===== src/source/sdCardPkg.sv =====
package sdCardPkg;

	////////////////////////////////////////
	// Card states and command indices
	////////////////////////////////////////

	typedef enum logic [3:0]
	{
		stateIdle  = 4'd0,
		stateReady = 4'd1,
		stateIdent = 4'd2,
		stateStby  = 4'd3,
		stateTran  = 4'd4
	} cardStateE;

	// Only the commands the card answers; anything else is ignored
	typedef enum logic [5:0]
	{
		goIdle       = 6'd0,
		allSendCid   = 6'd2,
		sendRelAddr  = 6'd3,
		setBusWidth  = 6'd6,
		selectCard   = 6'd7,
		sendIfCond   = 6'd8,
		sendStatus   = 6'd13,
		sdSendOpCond = 6'd41,
		appCmd       = 6'd55
	} cmdIndexE;

	typedef enum logic
	{
		respShort = 1'b0,
		respLong  = 1'b1
	} respKindE;

	////////////////////////////////////////
	// Frame and response payloads
	////////////////////////////////////////

	typedef struct packed
	{
		logic [5:0]  index;
		logic [31:0] arg;
	} cmdFrameT;

	typedef struct packed
	{
		respKindE    kind;
		logic [5:0]  index;
		logic [31:0] arg;
	} respReqT;

	////////////////////////////////////////
	// Protocol constants
	////////////////////////////////////////

	localparam int FRAME_BITS = 48;
	localparam int LONG_BITS = 136;
	localparam int CID_BITS = 120;
	localparam logic [CID_BITS-1:0] CID_VALUE = 120'h03534453_44434152_44101234_5678C5;
	localparam logic [15:0] DEFAULT_RCA = 16'hAAAA;
	// Busy bit set, 2.7V to 3.6V window
	localparam logic [31:0] OCR_VALUE = 32'h80FF8000;
	localparam logic [5:0] R3_INDEX = 6'b111111;
	localparam int STATUS_APP_CMD_BIT = 5;
	localparam int STATUS_STATE_LSB = 9;

endpackage

===== src/source/cardStateCtrl.sv =====
`timescale 1ns/1ps

module cardStateCtrl
#(
	parameter bit skipInit = 1'b0
)
(
	input  logic               clk,
	input  logic               rst,
	input  sdCardPkg::cmdFrameT frame,
	input  logic               frameValid,
	input  logic               busy,
	output sdCardPkg::respReqT  resp,
	output logic               respValid
);

	import sdCardPkg::*;

	cardStateE cardState;
	cardStateE nextState;
	logic rcaValid;
	logic nextRcaValid;
	logic rcaMatch;
	logic accept;
	logic respNeeded;
	respKindE respKind;
	logic [31:0] respArg;
	logic [31:0] statusWord;

	assign rcaMatch = (frame.arg[31:16] == DEFAULT_RCA);

	////////////////////////////////////////
	// Command decode
	////////////////////////////////////////

	always_comb
	begin
		accept = 1'b0;
		respNeeded = 1'b1;
		nextState = cardState;
		nextRcaValid = rcaValid;
		respKind = respShort;
		respArg = 32'd0;
		statusWord = 32'd0;
		statusWord[STATUS_STATE_LSB +: $bits(cardStateE)] = cardState;

		case (frame.index)
			goIdle:
			begin
				accept = 1'b1;
				respNeeded = 1'b0;
				nextState = stateIdle;
				nextRcaValid = 1'b0;
			end
			sendIfCond:
			begin
				accept = (cardState == stateIdle);
				respArg = frame.arg;
			end
			appCmd:
			begin
				accept = (cardState != stateReady) && (cardState != stateIdent) &&
					(rcaMatch || !rcaValid);
				respArg = statusWord;
				respArg[STATUS_APP_CMD_BIT] = 1'b1;
			end
			sdSendOpCond:
			begin
				accept = (cardState == stateIdle);
				nextState = stateReady;
				respArg = OCR_VALUE;
			end
			allSendCid:
			begin
				accept = (cardState == stateReady);
				nextState = stateIdent;
				respKind = respLong;
			end
			sendRelAddr:
			begin
				accept = (cardState == stateIdent) || (cardState == stateStby);
				nextState = stateStby;
				nextRcaValid = 1'b1;
				respArg = {DEFAULT_RCA, 16'h0000};
			end
			selectCard:
			begin
				accept = (cardState == stateStby) && rcaMatch;
				nextState = stateTran;
				respArg = statusWord;
			end
			setBusWidth:
			begin
				accept = (cardState == stateTran);
				respArg = statusWord;
			end
			sendStatus:
			begin
				accept = (cardState != stateIdle) && (cardState != stateReady) &&
					(cardState != stateIdent) && rcaMatch;
				respArg = statusWord;
			end
			default:
			begin
				accept = 1'b0;
			end
		endcase
	end

	always_ff @(posedge clk)
	begin
		if (rst)
		begin
			cardState <= skipInit ? stateTran : stateIdle;
			rcaValid <= skipInit;
			respValid <= 1'b0;
		end
		else
		begin
			respValid <= 1'b0;
			if (frameValid && !busy && accept)
			begin
				cardState <= nextState;
				rcaValid <= nextRcaValid;
				respValid <= respNeeded;
			end
		end
	end

	// R3 and R2 carry the reserved index instead of the command index
	always_ff @(posedge clk)
	begin
		if (frameValid)
		begin
			resp.kind <= respKind;
			resp.index <= (frame.index == sdSendOpCond || respKind == respLong) ?
				R3_INDEX : frame.index;
			resp.arg <= respArg;
		end
	end

	legalCardState: assert property (@(posedge clk) disable iff (rst)
		cardState inside {stateIdle, stateReady, stateIdent, stateStby, stateTran});

endmodule


===== src/source/cmdReceiver.sv =====
`timescale 1ns/1ps

module cmdReceiver
(
	input  logic               clk,
	input  logic               rst,
	input  logic               cmdIn,
	input  logic               busy,
	output sdCardPkg::cmdFrameT frame,
	output logic               frameValid
);

	import sdCardPkg::*;

	typedef enum logic [1:0]
	{
		rxIdle,
		rxTrans,
		rxShift
	} rxStateE;

	rxStateE rxState;
	logic [5:0] bitCnt;
	logic [FRAME_BITS-4:0] shiftReg;
	logic [6:0] crcCalc;
	logic crcShift;
	logic lastBit;

	// The start bit is a zero into a zero register, so the CRC starts at the transmission bit
	assign crcShift = (rxState == rxTrans) ||
		(rxState == rxShift && bitCnt < 6'($bits(cmdFrameT)));
	assign lastBit = (bitCnt == 6'(FRAME_BITS - 3));

	crc7 u_crc7
	(
		.clk(clk),
		.rst(rst),
		.clear(rxState == rxIdle),
		.shiftEn(crcShift),
		.dataBit(cmdIn),
		.crc(crcCalc)
	);

	always_ff @(posedge clk)
	begin
		if (rst)
		begin
			rxState <= rxIdle;
			bitCnt <= 6'd0;
			frameValid <= 1'b0;
		end
		else
		begin
			frameValid <= 1'b0;
			// A response on the line aborts any frame in progress
			if (busy)
			begin
				rxState <= rxIdle;
			end
			else
			begin
				case (rxState)
					rxIdle:
					begin
						if (!cmdIn)
						begin
							rxState <= rxTrans;
						end
					end
					rxTrans:
					begin
						bitCnt <= 6'd0;
						rxState <= cmdIn ? rxShift : rxIdle;
					end
					default:
					begin
						bitCnt <= bitCnt + 6'd1;
						if (lastBit)
						begin
							rxState <= rxIdle;
							frameValid <= cmdIn && (crcCalc == shiftReg[6:0]);
						end
					end
				endcase
			end
		end
	end

	always_ff @(posedge clk)
	begin
		if (rxState == rxShift && !lastBit)
		begin
			shiftReg <= {shiftReg[FRAME_BITS-5:0], cmdIn};
		end
	end

	assign frame = shiftReg[FRAME_BITS-4:7];

	// Holds only because a new frame cannot finish before the reply starts
	frameNotDuringResp: assert property (@(posedge clk) disable iff (rst)
		frameValid |-> !busy);

endmodule


===== src/source/crc7.sv =====
`timescale 1ns/1ps

module crc7
(
	input  logic       clk,
	input  logic       rst,
	input  logic       clear,
	input  logic       shiftEn,
	input  logic       dataBit,
	output logic [6:0] crc
);

	logic feedback;

	// Polynomial x^7 + x^3 + 1, MSB first
	assign feedback = dataBit ^ crc[6];

	always_ff @(posedge clk)
	begin
		if (rst || clear)
		begin
			crc <= 7'd0;
		end
		else if (shiftEn)
		begin
			crc <= {crc[5:3], crc[2] ^ feedback, crc[1:0], feedback};
		end
	end

endmodule


===== src/source/respTransmitter.sv =====
`timescale 1ns/1ps

module respTransmitter
(
	input  logic              clk,
	input  logic              rst,
	input  sdCardPkg::respReqT resp,
	input  logic              respValid,
	output logic              cmdOut,
	output logic              cmdOe,
	output logic              busy
);

	import sdCardPkg::*;

	respKindE kindReg;
	logic [LONG_BITS-9:0] dataReg;
	logic [7:0] bitCnt;
	logic [7:0] bodyEnd;
	logic [7:0] lastBit;
	logic [2:0] crcPos;
	logic [6:0] crcCalc;
	logic covered;
	logic txBit;
	logic load;

	assign load = respValid && !cmdOe;
	assign bodyEnd = (kindReg == respLong) ? 8'(LONG_BITS - 8) : 8'(FRAME_BITS - 8);
	assign lastBit = (kindReg == respLong) ? 8'(LONG_BITS - 1) : 8'(FRAME_BITS - 1);
	assign crcPos = 3'(bitCnt - bodyEnd);

	// R2 covers only the CID, a short response covers its whole header
	assign covered = cmdOe && (bitCnt < bodyEnd) &&
		(kindReg == respShort || bitCnt >= 8'd8);

	always_comb
	begin
		if (bitCnt < bodyEnd)
		begin
			txBit = dataReg[LONG_BITS-9];
		end
		else if (bitCnt < lastBit)
		begin
			txBit = crcCalc[3'd6 - crcPos];
		end
		else
		begin
			txBit = 1'b1;
		end
	end

	crc7 u_crc7
	(
		.clk(clk),
		.rst(rst),
		.clear(load),
		.shiftEn(covered),
		.dataBit(dataReg[LONG_BITS-9]),
		.crc(crcCalc)
	);

	always_ff @(posedge clk)
	begin
		if (rst)
		begin
			cmdOe <= 1'b0;
			bitCnt <= 8'd0;
		end
		else if (load)
		begin
			cmdOe <= 1'b1;
			bitCnt <= 8'd0;
		end
		else if (cmdOe)
		begin
			if (bitCnt == lastBit)
			begin
				cmdOe <= 1'b0;
			end
			bitCnt <= bitCnt + 8'd1;
		end
	end

	always_ff @(posedge clk)
	begin
		if (load)
		begin
			kindReg <= resp.kind;
			if (resp.kind == respLong)
			begin
				dataReg <= {2'b00, resp.index, CID_VALUE};
			end
			else
			begin
				dataReg <= {2'b00, resp.index, resp.arg, {(LONG_BITS - FRAME_BITS){1'b0}}};
			end
		end
		else if (cmdOe)
		begin
			dataReg <= {dataReg[LONG_BITS-10:0], 1'b0};
		end
	end

	assign cmdOut = cmdOe ? txBit : 1'b1;
	assign busy = cmdOe;

	noRequestWhileBusy: assert property (@(posedge clk) disable iff (rst)
		respValid |-> !busy);

endmodule


===== src/source/sdCardCmdSlave.sv =====
`timescale 1ns/1ps

module sdCardCmdSlave
#(
	parameter bit skipInit = 1'b0
)
(
	input  logic clk,
	input  logic rst,
	input  logic cmdIn,
	output logic cmdOut,
	output logic cmdOe
);

	import sdCardPkg::*;

	cmdFrameT frame;
	logic frameValid;
	respReqT resp;
	logic respValid;
	logic busy;

	cmdReceiver u_cmdReceiver
	(
		.clk(clk),
		.rst(rst),
		.cmdIn(cmdIn),
		.busy(busy),
		.frame(frame),
		.frameValid(frameValid)
	);

	cardStateCtrl #(.skipInit(skipInit)) u_cardStateCtrl
	(
		.clk(clk),
		.rst(rst),
		.frame(frame),
		.frameValid(frameValid),
		.busy(busy),
		.resp(resp),
		.respValid(respValid)
	);

	respTransmitter u_respTransmitter
	(
		.clk(clk),
		.rst(rst),
		.resp(resp),
		.respValid(respValid),
		.cmdOut(cmdOut),
		.cmdOe(cmdOe),
		.busy(busy)
	);

endmodule


===== config.mk =====
export PLATFORM = sky130hd
export DESIGN_NAME = sdCardCmdSlave
export DESIGN_NICKNAME = d
export VERILOG_FILES = /design/src/source/sdCardPkg.sv /design/src/source/cardStateCtrl.sv /design/src/source/cmdReceiver.sv /design/src/source/crc7.sv /design/src/source/respTransmitter.sv /design/src/source/sdCardCmdSlave.sv
export SDC_FILE = /design/constraint.sdc
export NUM_CORES = 1
export LEC_CHECK = 0
export BUFFER_PORTS_ARGS = -buffer_cell sky130_fd_sc_hd__buf_2
export CORE_MARGIN = 5
export CORE_UTILIZATION = 45
export DETAILED_ROUTE_END_ITERATION = 16
export GPL_TIMING_DRIVEN = 0
export PLACE_DENSITY = 0.64
export SETUP_SLACK_MARGIN = 0.5
export SLEW_MARGIN = 20
export SYNTH_ARGS = -nofsm -noshare
export SYNTH_HDL_FRONTEND = slang
export SYNTH_SLANG_ARGS = --single-unit
export TNS_END_PERCENT = 1

===== constraint.sdc =====
create_clock -name clk -period 4 [get_ports clk]
set_input_delay 0 -clock clk [delete_from_list [all_inputs] [get_ports clk]]
set_output_delay 0 -clock clk [all_outputs]
set_load 0.02 [all_outputs]

==> insert_results.sql, run 1 <==
INSERT INTO impl_metrics (metric_group, metric, value, unit) VALUES
('sta', 'fmax', '378', 'MHz'),
('floorplan', 'row_count', '54', ''),
('floorplan', 'floorplan.die.height', '160', 'um'),
('global_routing', 'groute.layer.met3.usage', '2.23', '%'),
('pwr', 'ir_worst_vdd', '0.269', 'mV'),
('detailed_routing', 'drt-vias-per-instance', '5.09', ''),
('detailed_routing', 'totalWireLength', '17200', 'um'),
('worst_setup_path', 'timing.reg2reg.worst_path_depth', '6', ''),
('sta', 'layout_setup_ws', '1.36', 'ns'),
('synth', 'synth_flop_cell', 'sky130_fd_sc_hd__edfxtp_1', ''),
('cts', 'clock_slew_at_reported_path_ffs', '0.06', 'ns'),
('detailed_routing', 'num_vias', '5646', ''),
('synth', 'synth_sequential_area_ratio', '70.9', '%'),
('synth', 'synth-async-reset-ratio', '0', '%'),
('synth', 'synth_largest_type_area_fraction', '63.6', '%'),
('global_routing', 'grt_antenna_before_repair', '0', ''),
('global_routing', 'grt_overflow_total', '0', ''),
('worst_setup_path', 'worst-path-max-fanout', '7', ''),
('floorplan', 'number_of_ports_placed_on_the_die_boundary', '5', ''),
('detailed_routing', 'postRouteAntennaNets', '0', ''),
('final_layout', 'nets', '824', ''),
('sta', 'totalNegativeSetupSlack', '0', 'ns'),
('global_routing', 'globalRoute.busiestLayer', 'met2', ''),
('floorplan', 'total_die_area', '25500', 'um2'),
('detailed_routing', 'post-route-drc-count', '0', ''),
('run_status', 'outcome', 'completed', ''),
('sta', 'finalHoldViolations', '0', ''),
('synth', 'synthMostInstantiatedCell', 'sky130_fd_sc_hd__edfxtp_1', ''),
('synth', 'synth_top_cells_by_area', 'sky130_fd_sc_hd__edfxtp_1 64%, sky130_fd_sc_hd__dfxtp_1 7.4%, sky130_fd_sc_hd__nand2_1 4.3%', ''),
('worst_setup_path', 'endpoint_kind', 'primary output', ''),
('worst_setup_path', 'worstPathArrival', '2.64', 'ns'),
('place', 'dp_worst_setup_slack', '1.54', 'ns'),
('cts', 'worst_skew_pair.late_latency', '0.53', 'ns'),
('global_routing', 'track_usage', '13.4', '%'),
('synth', 'post_synth_num_cell_types', '56', ''),
('sta', 'worst_slew_pin_slew', '0.845', 'ns'),
('cts', 'clock-sinks', '250', ''),
('cts', 'clock_path_buffers', '3', ''),
('global_routing', 'grtUsageMet1', '19.6', '%'),
('sta', 'setup_violation_total_in_the_final_timing_report', '0', ''),
('synth', 'synth_largest_area_cell', 'sky130_fd_sc_hd__edfxtp_1', ''),
('global_routing', 'grt_pass1_wl', '29000', 'um'),
('cts', 'post_cts_resize_count', '0', ''),
('cts', 'cts.htree.levels', '1', ''),
('global_routing', 'grt_pass1_vias', '5546', ''),
('sta', 'layout_min_cycle_time', '2.64', 'ns'),
('synth', 'synth-warning-count', '0', ''),
('synth', 'synth_area', '10100', 'um2'),
('flow_run', 'maxCapViolations', '0', ''),
('sta', 'fin_crit_sh', '66.1', '%'),
('synth', 'yosys_register_bits', '250', ''),
('place', 'port_buffers', '4', ''),
('worst_setup_path', 'timing_worst_setup_path_type', 'reg -> out', ''),
('final_layout', 'diodes', '0', ''),
('min_path', 'min_path_type', 'in -> reg', ''),
('floorplan', 'start_util', '46.0', '%'),
('synth', 'post_synth_most_frequent_cells', '213 x sky130_fd_sc_hd__edfxtp_1, 114 x sky130_fd_sc_hd__nand2_1, 66 x sky130_fd_sc_hd__nor2_1, 63 x sky130_fd_sc_hd__nor2b_1, 37 x sky130_fd_sc_hd__dfxtp_1', ''),
('detailed_routing', 'drt_iter0_drc', '385', ''),
('global_routing', 'maximum_number_of_pins_on_one_net_before_global_route_repair', '41', ''),
('synth', 'synth_enable_flop_cells', '213', ''),
('sta', 'unrepaired_setup_endpoints_after_global_routing', 'false', ''),
('synth', 'syn_avg_cell_area', '13.0', 'um2'),
('synth', 'syn-instance-count', '773', ''),
('pwr', 'p_leak', '4.07', 'nW'),
('detailed_routing', 'routedWlPerCell', '15.5', 'um'),
('final_layout', 'proportion_of_layout_cells_with_a_drive_suffix_above_1', '7.59', '%'),
('sta', 'worst_rel_slew_slack', '43.7', '%'),
('detailed_routing', 'drtPass1Iterations', '5', ''),
('cts', 'tritoncts', 'yes', ''),
('place', 'routability_congestion_estimate', '0.821', ''),
('worst_setup_path', 'startpoint_type', 'flop', '');
power breakdown:
| group | total, mW | switching, mW | internal (mW) |
|---|---|---|---|
| combinational | 0.0599 | 0.0373 | 0.0226 |
| sequential | 2.82 | 0.0120 | 2.81 |
| clock | 2.35 | 0.952 | 1.40 |
registers in the layout (all words and copies together) (netlist names):
signal	cells
u_respTransmitter.dataReg	128
u_cmdReceiver.shiftReg	45
u_cardStateCtrl.resp	39
u_respTransmitter.bitCnt	8
u_cmdReceiver.u_crc7.crc	7
u_respTransmitter.u_crc7.crc	7
u_cmdReceiver.bitCnt	6
u_cardStateCtrl.cardState	3
u_cmdReceiver.rxState	2
u_cardStateCtrl.rcaValid	1
u_cardStateCtrl.respValid	1
u_cmdReceiver.frameValid	1
u_respTransmitter.busy	1
u_respTransmitter.kindReg	1
final cells by class:
class | instances | area [um2]
repair buffers | 11 | 148
clock buffers | 37 | 733
multi-input cells | 473 | 2730
inverters | 9 | 33.8
fillers | 1909 | 10500
clock inverters | 9 | 98.8
flip-flops and latches | 250 | 7140
well taps | 280 | 350
plain buffers | 41 | 176
metrics by stage:
stage / area, um2 / total power, mW / std cells / utilization (%) / hold slack (ns)
4_1_cts: 11400 / 5.30 / 1110 / 52.1 / 0.252
3_3_place_gp: 10400 / 2.93 / 1057 / 47.7 / 0.266
3_5_place_dp: 10600 / 2.94 / 1062 / 48.2 / 0.262
5_1_grt: 11400 / 5.42 / 1110 / 52.1 / 0.284
2_1_floorplan: 10100 / 2.92 / 773 / - / 0.0989
6_report: 11400 / 5.24 / 1110 / 52.1 / 0.288
routing by layer:
| metal | share of wire, % | up-vias |
|---|---|---|
| met5 | 0 | - |
| met4 | 1.9 | 0 |
| met3 | 4.0 | 27 |
| met2 | 46 | 90 |
| met1 | 48 | 2728 |
| li1 | - | 2801 |
worst max-delay path, stage by stage (launching register included):
cell and delay (ns):
sky130_fd_sc_hd__dfxtp_1 0.32, sky130_fd_sc_hd__clkbuf_1 0.32, sky130_fd_sc_hd__inv_1 0.08, sky130_fd_sc_hd__ha_1 0.39, sky130_fd_sc_hd__mux4_2 0.32, sky130_fd_sc_hd__o21ai_0 0.22
sky130_fd_sc_hd__nand4b_1 0.11, sky130_fd_sc_hd__o21ai_0 0.09, sky130_fd_sc_hd__nand2b_1 0.08, sky130_fd_sc_hd__buf_2 0.16
what timing repair did:
item / 4_1_cts / 5_1_grt
buffers inserted: 0 / 0
endpoints found under the hold margin: 16 / 0
hold buffers: 2 / 0
setup endpoints to repair: 0 / 0
cells in the final DEF (no fill, tap or decap), drive strengths merged, types with 3 or more instances in the layout:
cell type / netlist / routed
clkbuf: 32 / 69
nand2b: 24 / 24
o21ai: 29 / 29
dfxtp: 37 / 37
nand2: 114 / 114
or4: 3 / 3
nor3b: 3 / 3
nor4: 3 / 3
ha: 8 / 8
a21o: 14 / 14
nor3: 7 / 7
or4b: 3 / 3
clkinv: 0 / 5
nand4: 8 / 8
or2: 6 / 6
and3: 3 / 3
nor2: 66 / 66
xor2: 7 / 7
a211o: 3 / 3
a22o: 3 / 3
a21oi: 22 / 22
edfxtp: 213 / 213
inv: 9 / 10
nand3: 10 / 10
and2: 16 / 16
buf: 9 / 18
nor2b: 63 / 63
xnor2: 18 / 18
mux2i: 14 / 14
or3: 4 / 4
path summary, 6_finish.rpt:
check	slack, ns	end	from
worst max-delay path	1.36	cmdOut	u_respTransmitter.bitCnt[0]
worst min-delay path	0.29	u_cmdReceiver.shiftReg[0]	cmdIn
worst max register to register	1.59	u_respTransmitter.u_crc7.crc[2]	u_respTransmitter.kindReg
worst min register to register	0.44	u_cmdReceiver.shiftReg[20]	u_cmdReceiver.shiftReg[19]
kinds of logic after synthesis:
| group | Yosys count | share of synthesized area, % |
|---|---|---|
| adders and majority gates | 8 | 0.995 |
| DFF | 250 | 70.9 |
| xor gates and xnor gates | 25 | 2.18 |
| AOI/OAI and AO/OA | 84 | 5.28 |
| buffers and inverters | 50 | 2.09 |
| and+or+nand+nor | 341 | 16.9 |
| muxes | 15 | 1.62 |
Power figures use the tool's default switching activity.
==> inputs of run 2 (changes only) <==
--- a/config.mk
+++ b/config.mk
@@ -5,12 +5,13 @@
 export SDC_FILE = /design/constraint.sdc
 export NUM_CORES = 1
 export LEC_CHECK = 0
+export ABC_AREA = 1
 export BUFFER_PORTS_ARGS = -buffer_cell sky130_fd_sc_hd__buf_2
 export CORE_MARGIN = 5
 export CORE_UTILIZATION = 45
 export DETAILED_ROUTE_END_ITERATION = 16
 export GPL_TIMING_DRIVEN = 0
-export PLACE_DENSITY = 0.64
+export PLACE_DENSITY = 0.66
 export SETUP_SLACK_MARGIN = 0.5
 export SLEW_MARGIN = 20
 export SYNTH_ARGS = -nofsm -noshare
==> constraint.sdc (replaced) <==
create_clock -name clk -period 2.4 [get_ports clk]
set_input_delay 0 -clock clk [delete_from_list [all_inputs] [get_ports clk]]
set_output_delay 0 -clock clk [all_outputs]
set_load 0.02 [all_outputs]
==> run 2 against run 1 <==
Against the previous run: non-clock buffer count is 12 lower; setup slack worse by 0.89 ns; clock skew is 0.0083 ns lower; critical path depth is 3 lower; global-route usage is 0.51 points higher; largest cell class unchanged; core utilization is 0.68 points lower; critical path type unchanged; largest power group unchanged; highest routed layer unchanged; total power is 65% higher.
==> insert_results.sql, run 2 <==
INSERT INTO impl_metrics (metric_group, metric, value, unit) VALUES
('final_layout', 'multi_input_comb_area', '2470', 'um2'),
('sta', 'worst_slew_pin_slew', '0.591', 'ns'),
('final_layout', 'reg_top3', 'u_respTransmitter.dataReg: 128 flops, u_cmdReceiver.shiftReg: 45 flops, u_cardStateCtrl.resp: 39 flops', ''),
('worst_setup_path', 'worstPathCellList', 'inv_2, ha_4, nand4_1, o21ai_1, nand4_1, buf_6', ''),
('detailed_routing', 'totalWireLength', '17700', 'um'),
('floorplan', 'total_die_area', '25800', 'um2'),
('pwr', 'portion_of_total_power_attributed_to_the_clock_network', '43.2', '%'),
('floorplan', 'die_width', '161', 'um'),
('synth', 'syn_avg_cell_area', '10.7', 'um2'),
('sta', 'layout_min_cycle_time', '1.93', 'ns'),
('run_status', 'outcome', 'completed', ''),
('final_layout', 'mostFrequentLayoutCell', 'sky130_fd_sc_hd__nand2_1', ''),
('pwr', 'ir_worst_vdd', '0.543', 'mV'),
('pwr', 'combinationalPowerShare', '1.7', '%'),
('final_layout', 'postLayoutCellArea', '11600', 'um2'),
('final_layout', 'final.fill_count', '1918', ''),
('pwr', 'p_int', '6.91', 'mW'),
('detailed_routing', 'routedWlPerCell', '13.7', 'um'),
('synth', 'synth_flop_cell', 'sky130_fd_sc_hd__edfxtp_1', ''),
('worst_setup_path', 'critical_path.reg2reg.startpoint', 'u_cmdReceiver.bitCnt[1]', ''),
('cts', 'worst_skew_pair.late_latency', '0.52', 'ns'),
('synth', 'synth-async-reset-ratio', '0', '%'),
('pwr', 'switching_share', '19.8', '%'),
('sta', 'fmax', '518', 'MHz'),
('synth', 'syn-instance-count', '951', ''),
('sta', 'unrepaired_setup_endpoints_after_global_routing', 'true', ''),
('floorplan', 'number_of_ports_placed_on_the_die_boundary', '5', ''),
('synth', 'yosys_register_bits', '250', ''),
('global_routing', 'grt_pass1_vias', '6067', ''),
('sta', 'clock-skew-final', '0.00671', 'ns'),
('min_path', 'min_path_type', 'in -> reg', ''),
('pwr', 'p_leak', '4.66', 'nW'),
('place', 'routability_congestion_estimate', '0.846', ''),
('floorplan', 'row_count', '55', ''),
('synth', 'post_synth_most_frequent_cells', '221 x sky130_fd_sc_hd__nand2_1, 213 x sky130_fd_sc_hd__edfxtp_1, 141 x sky130_fd_sc_hd__inv_1, 126 x sky130_fd_sc_hd__nor2_1, 46 x sky130_fd_sc_hd__o21ai_0', ''),
('worst_setup_path', 'crit_path_frequent_cell', 'sky130_fd_sc_hd__nand4_1', ''),
('detailed_routing', 'drt-vias-per-instance', '4.80', ''),
('cts', 'cts_inserted_buffers', '26', ''),
('global_routing', 'grt_overflow_total', '0', ''),
('worst_setup_path', 'crit_path_top_delay_cell', 'sky130_fd_sc_hd__edfxtp_1', ''),
('place', 'port_buffers', '4', ''),
('sta', 'finalHoldViolations', '0', ''),
('global_routing', 'grt_pass1_wl', '29900', 'um'),
('synth', 'synth_sequential_area_ratio', '70.0', '%'),
('floorplan', 'start_util', '45.3', '%'),
('cts', 'clock_slew_at_reported_path_ffs', '0.06', 'ns'),
('synth', 'post_synth_num_cell_types', '32', ''),
('synth', 'synth_largest_area_cell', 'sky130_fd_sc_hd__edfxtp_1', ''),
('sta', 'setup_violation_total_in_the_final_timing_report', '0', ''),
('sta', 'worst_rel_slew_slack', '60.6', '%'),
('cts', 'clock_tree.root_cell', 'sky130_fd_sc_hd__clkbuf_16', ''),
('floorplan', 'floorplan.die.height', '161', 'um'),
('detailed_routing', 'num_vias', '6217', ''),
('global_routing', 'track_usage', '13.9', '%'),
('place', 'dpl-instance-area', '10700', 'um2'),
('final_layout', 'commonest_cells_after_routing_fill_and_taps_aside', '220 x sky130_fd_sc_hd__nand2_1, 213 x sky130_fd_sc_hd__edfxtp_1, 139 x sky130_fd_sc_hd__inv_1, 125 x sky130_fd_sc_hd__nor2_1, 43 x sky130_fd_sc_hd__o21ai_0', ''),
('detailed_routing', 'drtPass1Iterations', '5', ''),
('place', 'dp_hpwl', '11600', 'um'),
('worst_setup_path', 'biggest_cell_delay_along_the_critical_path', '0.44', 'ns'),
('worst_setup_path', 'worst-endpoint-required', '2.40', 'ns'),
('floorplan', 'core', '22500', 'um2'),
('final_layout', 'diodes', '0', ''),
('sta', 'totalNegativeSetupSlack', '0', 'ns'),
('global_routing', 'maximum_number_of_pins_on_one_net_before_global_route_repair', '92', ''),
('final_layout', 'regMostFlops', 'u_respTransmitter.dataReg', ''),
('sta', 'fin_crit_sh', '80.5', '%'),
('synth', 'synth_top_cells_by_area', 'sky130_fd_sc_hd__edfxtp_1 63%, sky130_fd_sc_hd__nand2_1 8.1%, sky130_fd_sc_hd__dfxtp_1 7.3%', ''),
('worst_setup_path', 'worstSetupStartpoint', 'u_respTransmitter.kindReg', ''),
('synth', 'synth_largest_type_area_fraction', '62.7', '%'),
('cts', 'tritoncts', 'yes', ''),
('worst_setup_path', 'startpoint_type', 'flop', ''),
('flow_run', 'maxCapViolations', '0', ''),
('synth', 'synth_enable_flop_cells', '213', ''),
('synth', 'synth-warning-count', '0', ''),
('pwr', 'power_density', '745', 'nW/um2'),
('detailed_routing', 'postRouteAntennaNets', '0', ''),
('final_layout', 'proportion_of_layout_cells_with_a_drive_suffix_above_1', '8.32', '%'),
('final_layout', 'sequential_standard_cell_area', '7140', 'um2'),
('worst_setup_path', 'timing_worst_setup_path_type', 'reg -> out', ''),
('final_layout', 'layout-area-overhead-vs-synth', '13.4', '%'),
('cts', 'cts.htree.levels', '1', ''),
('synth', 'synthMostInstantiatedCell', 'sky130_fd_sc_hd__nand2_1', ''),
('cts', 'clock_path_buffers', '3', ''),
('worst_setup_path', 'worstPathArrival', '1.93', 'ns'),
('sta', 'finalMaxSlewViolations', '0', ''),
('detailed_routing', 'post-route-drc-count', '0', ''),
('global_routing', 'grt_antenna_before_repair', '0', ''),
('worst_setup_path', 'endpoint_kind', 'primary output', ''),
('pwr', 'switchingPower', '1.71', 'mW'),
('final_layout', 'nets', '1002', ''),
('worst_setup_path', 'worst-path-max-fanout', '4', ''),
('synth', 'mapped_nets', '962', ''),
('pwr', 'power_frac_seq', '55.0', '%'),
('synth', 'synth_area', '10200', 'um2'),
('min_path', 'holdCritStartpoint', 'cmdIn', ''),
('cts', 'clock-sinks', '250', ''),
('final_layout', 'largest_register_ffs', '128', ''),
('detailed_routing', 'drt_iter0_drc', '453', '');
==> run 2: cell count changes after synthesis, sizes merged, moves of 24 or more <==
cell    delta
nand2b    -24
nand3     +27
nor2      +67
nand2    +108
nor2b     -63
inv      +136
==> run 2: cell type report <==
class / instances / area share (%)
clock buffers: 33 / 6.03
well taps: 285 / 3.08
flip-flops and latches: 250 / 61.7
inverters: 147 / 4.77
multi-input cells: 526 / 21.4
clock inverters: 14 / 0.822
repair buffers: 11 / 1.18
plain buffers: 29 / 1.02
==> run 2: critical path: cells and delay by family, from the launching register on <==
kind                       cells  cell delay, ns
adders and majority gates      1            0.28
DFF                            1            0.44
buffers and inverters          2            0.25
AOI/OAI and AO/OA              1            0.17
and+or+nand+nor                2            0.27
==> run 2: final timing paths <==
path,end,slack [ns],cells past startpoint
setup / recovery,cmdOut,0.47,6
hold / removal,u_cmdReceiver.shiftReg[0],0.27,2
setup reg to reg,u_cmdReceiver.shiftReg[10],0.48,6
hold reg to reg,u_cmdReceiver.shiftReg[13],0.45,0
==> run 2: power by group through the flow <==
stage | Clock [mW] | Combinational [mW] | Sequential [mW]
2_1_floorplan | 0 | 0.103 | 4.82
3_3_place_gp | 0 | 0.133 | 4.83
3_5_place_dp | 0 | 0.144 | 4.83
4_1_cts | 3.81 | 0.150 | 4.74
5_1_grt | 4.00 | 0.172 | 4.74
6_report | 3.73 | 0.149 | 4.74
==> run 2: metrics by stage <==
stage / cells / setup slack [ns] / hold WS (ns) / total power, mW / utilization (%)
floorplan: 951 / 0.425 / 0.0691 / 4.92 / -
global placement: 1240 / 0.0366 / 0.255 / 4.97 / 47.1
detailed placement: 1243 / 0.242 / 0.257 / 4.98 / 47.5
CTS: 1295 / 0.426 / 0.245 / 8.70 / 51.3
global route: 1295 / 0.329 / 0.270 / 8.92 / 51.4
finish: 1295 / 0.468 / 0.273 / 8.62 / 51.4
==> run 2: layer usage <==
layer	vias to the layer above	track usage [%]	part of all wire [%]
met5	-	0	0
met4	0	4.81	2.8
met3	35	2.21	3.2
met2	103	22.3	46
met1	2880	19.4	48
li1	3199	-	-
==> run 2: kinds of logic (layout without fill, tap and decap cells) <==
logic type               Yosys count  count (layout)  synth area share, %
adder cells (fa/ha/maj)            8               8                0.981
AO/OA/AOI/OAI                     85              85                 4.45
buffers and inverters            176             234                 6.51
XOR/XNOR                          13              13                 1.12
AND/OR/NAND/NOR                  419             420                 17.0
flip-flops                       250             250                 70.0
==> run 2: timing repair <==
| item | CTS | global route |
|---|---|---|
| hold buffers | 2 | 0 |
| setup buffers | 2 | 0 |
| cloned | 1 | 0 |
| pin swaps | 2 | 4 |
| endpoints found under the setup margin | 130 | 88 |
| gates resized for setup | 8 | 12 |
| hold endpoints to repair | 14 | 0 |
==> inputs of run 3 (changes only) <==
--- a/config.mk
+++ b/config.mk
@@ -5,13 +5,13 @@
 export SDC_FILE = /design/constraint.sdc
 export NUM_CORES = 1
 export LEC_CHECK = 0
-export ABC_AREA = 1
+export ABC_AREA = 0
 export BUFFER_PORTS_ARGS = -buffer_cell sky130_fd_sc_hd__buf_2
 export CORE_MARGIN = 5
 export CORE_UTILIZATION = 45
 export DETAILED_ROUTE_END_ITERATION = 16
 export GPL_TIMING_DRIVEN = 0
-export PLACE_DENSITY = 0.66
+export PLACE_DENSITY = 0.64
 export SETUP_SLACK_MARGIN = 0.5
 export SLEW_MARGIN = 20
 export SYNTH_ARGS = -nofsm -noshare
==> constraint.sdc (replaced) <==
create_clock -name clk -period 1.9 [get_ports clk]
set_input_delay 0 -clock clk [delete_from_list [all_inputs] [get_ports clk]]
set_output_delay 0 -clock clk [all_outputs]
set_load 0.02 [all_outputs]
==> run 3 against run 2 <==
Against the previous run: the flow now finishes with violations (setup timing); die area is 1.3% lower; global-route usage down 0.12 points; via count down 8.6%; setup slack got worse by 0.71 ns; largest cell class unchanged; sequential cell count did not move; core utilization increased by 3.0 points; register-to-register slack got worse by 0.71 ns; cell count down 13%; wire length grew 0.40%; combinational power is essentially flat; critical path type unchanged; critical path depth rose by 3; design area increased by 2.9%.
==> insert_results.sql, run 3 (same netlist as run 1, synthesis figures left out) <==
INSERT INTO impl_metrics (metric_group, metric, value, unit) VALUES
('final_layout', 'reg_top3', 'u_respTransmitter.dataReg: 128 flops, u_cmdReceiver.shiftReg: 45 flops, u_cardStateCtrl.resp: 39 flops', ''),
('detailed_routing', 'postRouteAntennaNets', '0', ''),
('min_path', 'timing.hold.worst_endpoint', 'u_cmdReceiver.shiftReg[0]', ''),
('detailed_routing', 'drtPass1Iterations', '5', ''),
('worst_setup_path', 'worstPathCellList', 'buf_8, inv_4, ha_4, mux4_2, o21ai_2, nand4b_1, o21ai_2, nand2b_4, buf_6', ''),
('cts', 'cts.htree.levels', '1', ''),
('global_routing', 'grt_pass1_wl', '29400', 'um'),
('sta', 'fin_worst_hold_slack', '0.266', 'ns'),
('min_path', 'holdCritStartpoint', 'cmdIn', ''),
('final_layout', 'proportion_of_layout_cells_with_a_drive_suffix_above_1', '18.2', '%'),
('place', 'dp_hpwl', '10900', 'um'),
('worst_setup_path', 'critical_path.reg2reg.startpoint', 'u_cmdReceiver.shiftReg[41]', ''),
('worst_setup_path', 'r2r-end', 'u_cardStateCtrl.cardState[2]', ''),
('final_layout', 'regMostFlops', 'u_respTransmitter.dataReg', ''),
('final_layout', 'layout-area-overhead-vs-synth', '18.4', '%'),
('sta', 'setup_violation_total_in_the_final_timing_report', '64', ''),
('cts', 'clock_path_buffers', '3', ''),
('sta', 'fin_crit_sh', '113', '%'),
('floorplan', 'die_width', '160', 'um'),
('place', 'dp_worst_setup_slack', '-0.374', 'ns'),
('worst_setup_path', 'crit_path_frequent_cell', 'sky130_fd_sc_hd__o21ai_2', ''),
('sta', 'worst_rel_slew_slack', '51.4', '%'),
('worst_setup_path', 'timing.reg2reg.worst_path_depth', '7', ''),
('cts', 'clock-sinks', '250', ''),
('worst_setup_path', 'endpoint_kind', 'primary output', ''),
('pwr', 'ir_worst_vdd', '0.547', 'mV'),
('worst_setup_path', 'worst-path-max-fanout', '3', ''),
('sta', 'layout_setup_ws', '-0.240', 'ns'),
('final_layout', 'largest_register_ffs', '128', ''),
('cts', 'cts_inserted_buffers', '27', ''),
('worst_setup_path', 'crit_path_top_delay_cell', 'sky130_fd_sc_hd__dfxtp_2', ''),
('floorplan', 'row_count', '54', ''),
('min_path', 'min_path_type', 'in -> reg', ''),
('worst_setup_path', 'startpoint_type', 'flop', ''),
('floorplan', 'floorplan.die.height', '160', 'um'),
('sta', 'finalHoldViolations', '0', ''),
('cts', 'tritoncts', 'yes', ''),
('sta', 'unrepaired_setup_endpoints_after_global_routing', 'true', ''),
('place', 'routability_congestion_estimate', '0.833', ''),
('detailed_routing', 'drt_iter0_drc', '453', ''),
('floorplan', 'core', '21900', 'um2'),
('worst_setup_path', 'worstPathArrival', '2.14', 'ns'),
('pwr', 'power_density', '912', 'nW/um2'),
('final_layout', 'diodes', '0', ''),
('detailed_routing', 'totalWireLength', '17800', 'um'),
('cts', 'clock_tree.root_cell', 'sky130_fd_sc_hd__clkbuf_16', ''),
('min_path', 'holdPathStages', '2', ''),
('detailed_routing', 'post-route-drc-count', '0', ''),
('global_routing', 'grt_pass1_vias', '5640', ''),
('worst_setup_path', 'timing_worst_setup_path_type', 'reg -> out', ''),
('sta', 'layout_min_cycle_time', '2.14', 'ns'),
('detailed_routing', 'num_vias', '5684', ''),
('cts', 'clock_slew_at_reported_path_ffs', '0.06', 'ns'),
('detailed_routing', 'routedWlPerCell', '15.8', 'um'),
('floorplan', 'total_die_area', '25500', 'um2'),
('worst_setup_path', 'worst-endpoint-required', '1.90', 'ns'),
('run_status', 'outcome', 'finished with violations', ''),
('worst_setup_path', 'biggest_cell_delay_along_the_critical_path', '0.35', 'ns'),
('global_routing', 'grt_antenna_before_repair', '0', ''),
('sta', 'finalMaxSlewViolations', '0', ''),
('sta', 'clock-skew-final', '0.00972', 'ns'),
('global_routing', 'grt_overflow_total', '0', ''),
('flow_run', 'maxCapViolations', '0', ''),
('detailed_routing', 'drt-vias-per-instance', '5.06', ''),
('sta', 'worst_slew_pin_slew', '0.727', 'ns'),
('floorplan', 'start_util', '46.0', '%'),
('sta', 'totalNegativeSetupSlack', '-4.33', 'ns'),
('final_layout', 'commonest_cells_after_routing_fill_and_taps_aside', '213 x sky130_fd_sc_hd__edfxtp_1, 108 x sky130_fd_sc_hd__nand2_1, 62 x sky130_fd_sc_hd__nor2b_1, 60 x sky130_fd_sc_hd__nor2_1, 32 x sky130_fd_sc_hd__dfxtp_1', ''),
('floorplan', 'number_of_ports_placed_on_the_die_boundary', '5', ''),
('place', 'port_buffers', '4', ''),
('global_routing', 'maximum_number_of_pins_on_one_net_before_global_route_repair', '55', ''),
('pwr', 'p_leak', '4.44', 'nW'),
('final_layout', 'mostFrequentLayoutCell', 'sky130_fd_sc_hd__edfxtp_1', ''),
('global_routing', 'track_usage', '13.8', '%'),
('worst_setup_path', 'worst-r2r-setup-slack', '-0.23', 'ns'),
('pwr', 'totalPowerFinal', '10.9', 'mW'),
('sta', 'fmax', '467', 'MHz'),
('final_layout', 'nets', '838', ''),
('run_status', 'failing_checks', 'setup timing', ''),
('cts', 'worst_skew_pair.late_latency', '0.52', 'ns');
run 3: cell count changes in the layout (fill, tap and decap cells not counted), sizes merged, moves of 14 or more:
cell and change:
inv -136, buf +19, nor2 -68, nand3 -27, nand2 -108, a21o +14
and2 +15, o21ai -18, nand2b +24, nor2b +63, mux2i +14
run 3: how the worst max path moves through the flow:
| stage | start | endpoint | slack (ns) | depth (start not counted) |
|---|---|---|---|---|
| 5_1_grt | u_respTransmitter.bitCnt[0] | cmdOut | -0.32 | 9 |
| 3_5_place_dp | u_cmdReceiver.shiftReg[43] | u_cardStateCtrl.cardState[0] | -0.37 | 6 |
| 3_3_place_gp | u_respTransmitter.busy | u_respTransmitter.dataReg[116] | -0.50 | 2 |
| 6_report | u_respTransmitter.bitCnt[0] | cmdOut | -0.24 | 9 |
| 2_1_floorplan | u_respTransmitter.kindReg | u_respTransmitter.u_crc7.crc[1] | -0.16 | 6 |
| 4_1_cts | u_respTransmitter.bitCnt[0] | cmdOut | -0.30 | 9 |
run 3: critical path: cells and delay by family, from the launching register on:
kind | cells | cell delay, ns
AO/OA/AOI/OAI | 2 | 0.25
adder cells (fa/ha/maj) | 1 | 0.27
buffers and inverters | 3 | 0.26
flip-flops | 1 | 0.35
multiplexers | 1 | 0.30
AND/OR/NAND/NOR | 2 | 0.19
run 3: report_power, final:
part / internal, mW / total [mW] / switching (mW)
clock: 2.77 / 4.77 / 2.00
sequential: 5.92 / 5.94 / 0.0262
combinational: 0.0611 / 0.148 / 0.0866
total: 8.75 / 10.9 / 2.11
run 3: area by class of cell:
| type | instances | area (um2) |
|---|---|---|
| clock buffers | 36 | 719 |
| inverters | 9 | 38.8 |
| multi-input cells | 473 | 2910 |
| fillers | 1853 | 9980 |
| clock inverters | 10 | 72.6 |
| repair buffers | 25 | 282 |
| flip-flops and latches | 250 | 7150 |
| plain buffers | 41 | 389 |
| well taps | 280 | 350 |
run 3: stage by stage:
| stage | utilization, % | instance area [um2] | cells |
|---|---|---|---|
| 2_1_floorplan | - | 10100 | 773 |
| 3_3_place_gp | 47.8 | 10500 | 1057 |
| 3_5_place_dp | 48.2 | 10600 | 1060 |
| 4_1_cts | 54.1 | 11800 | 1121 |
| 5_1_grt | 54.4 | 11900 | 1124 |
| 6_report | 54.4 | 11900 | 1124 |
run 3: what timing repair did:
action                                  CTS  global route
endpoints found under the setup margin  367           306
pin swaps                                40             4
hold endpoints to repair                 14             0
buffers inserted                         13             3
hold buffers                              2             0
resized for setup                       116            17
run 3: routing by layer:
metal / part of all wire [%] / GRT usage, %
met1: 48 / 20.4
met2: 46 / 21.1
met3: 3.3 / 2.33
met4: 2.0 / 3.88
met5: 0 / 0
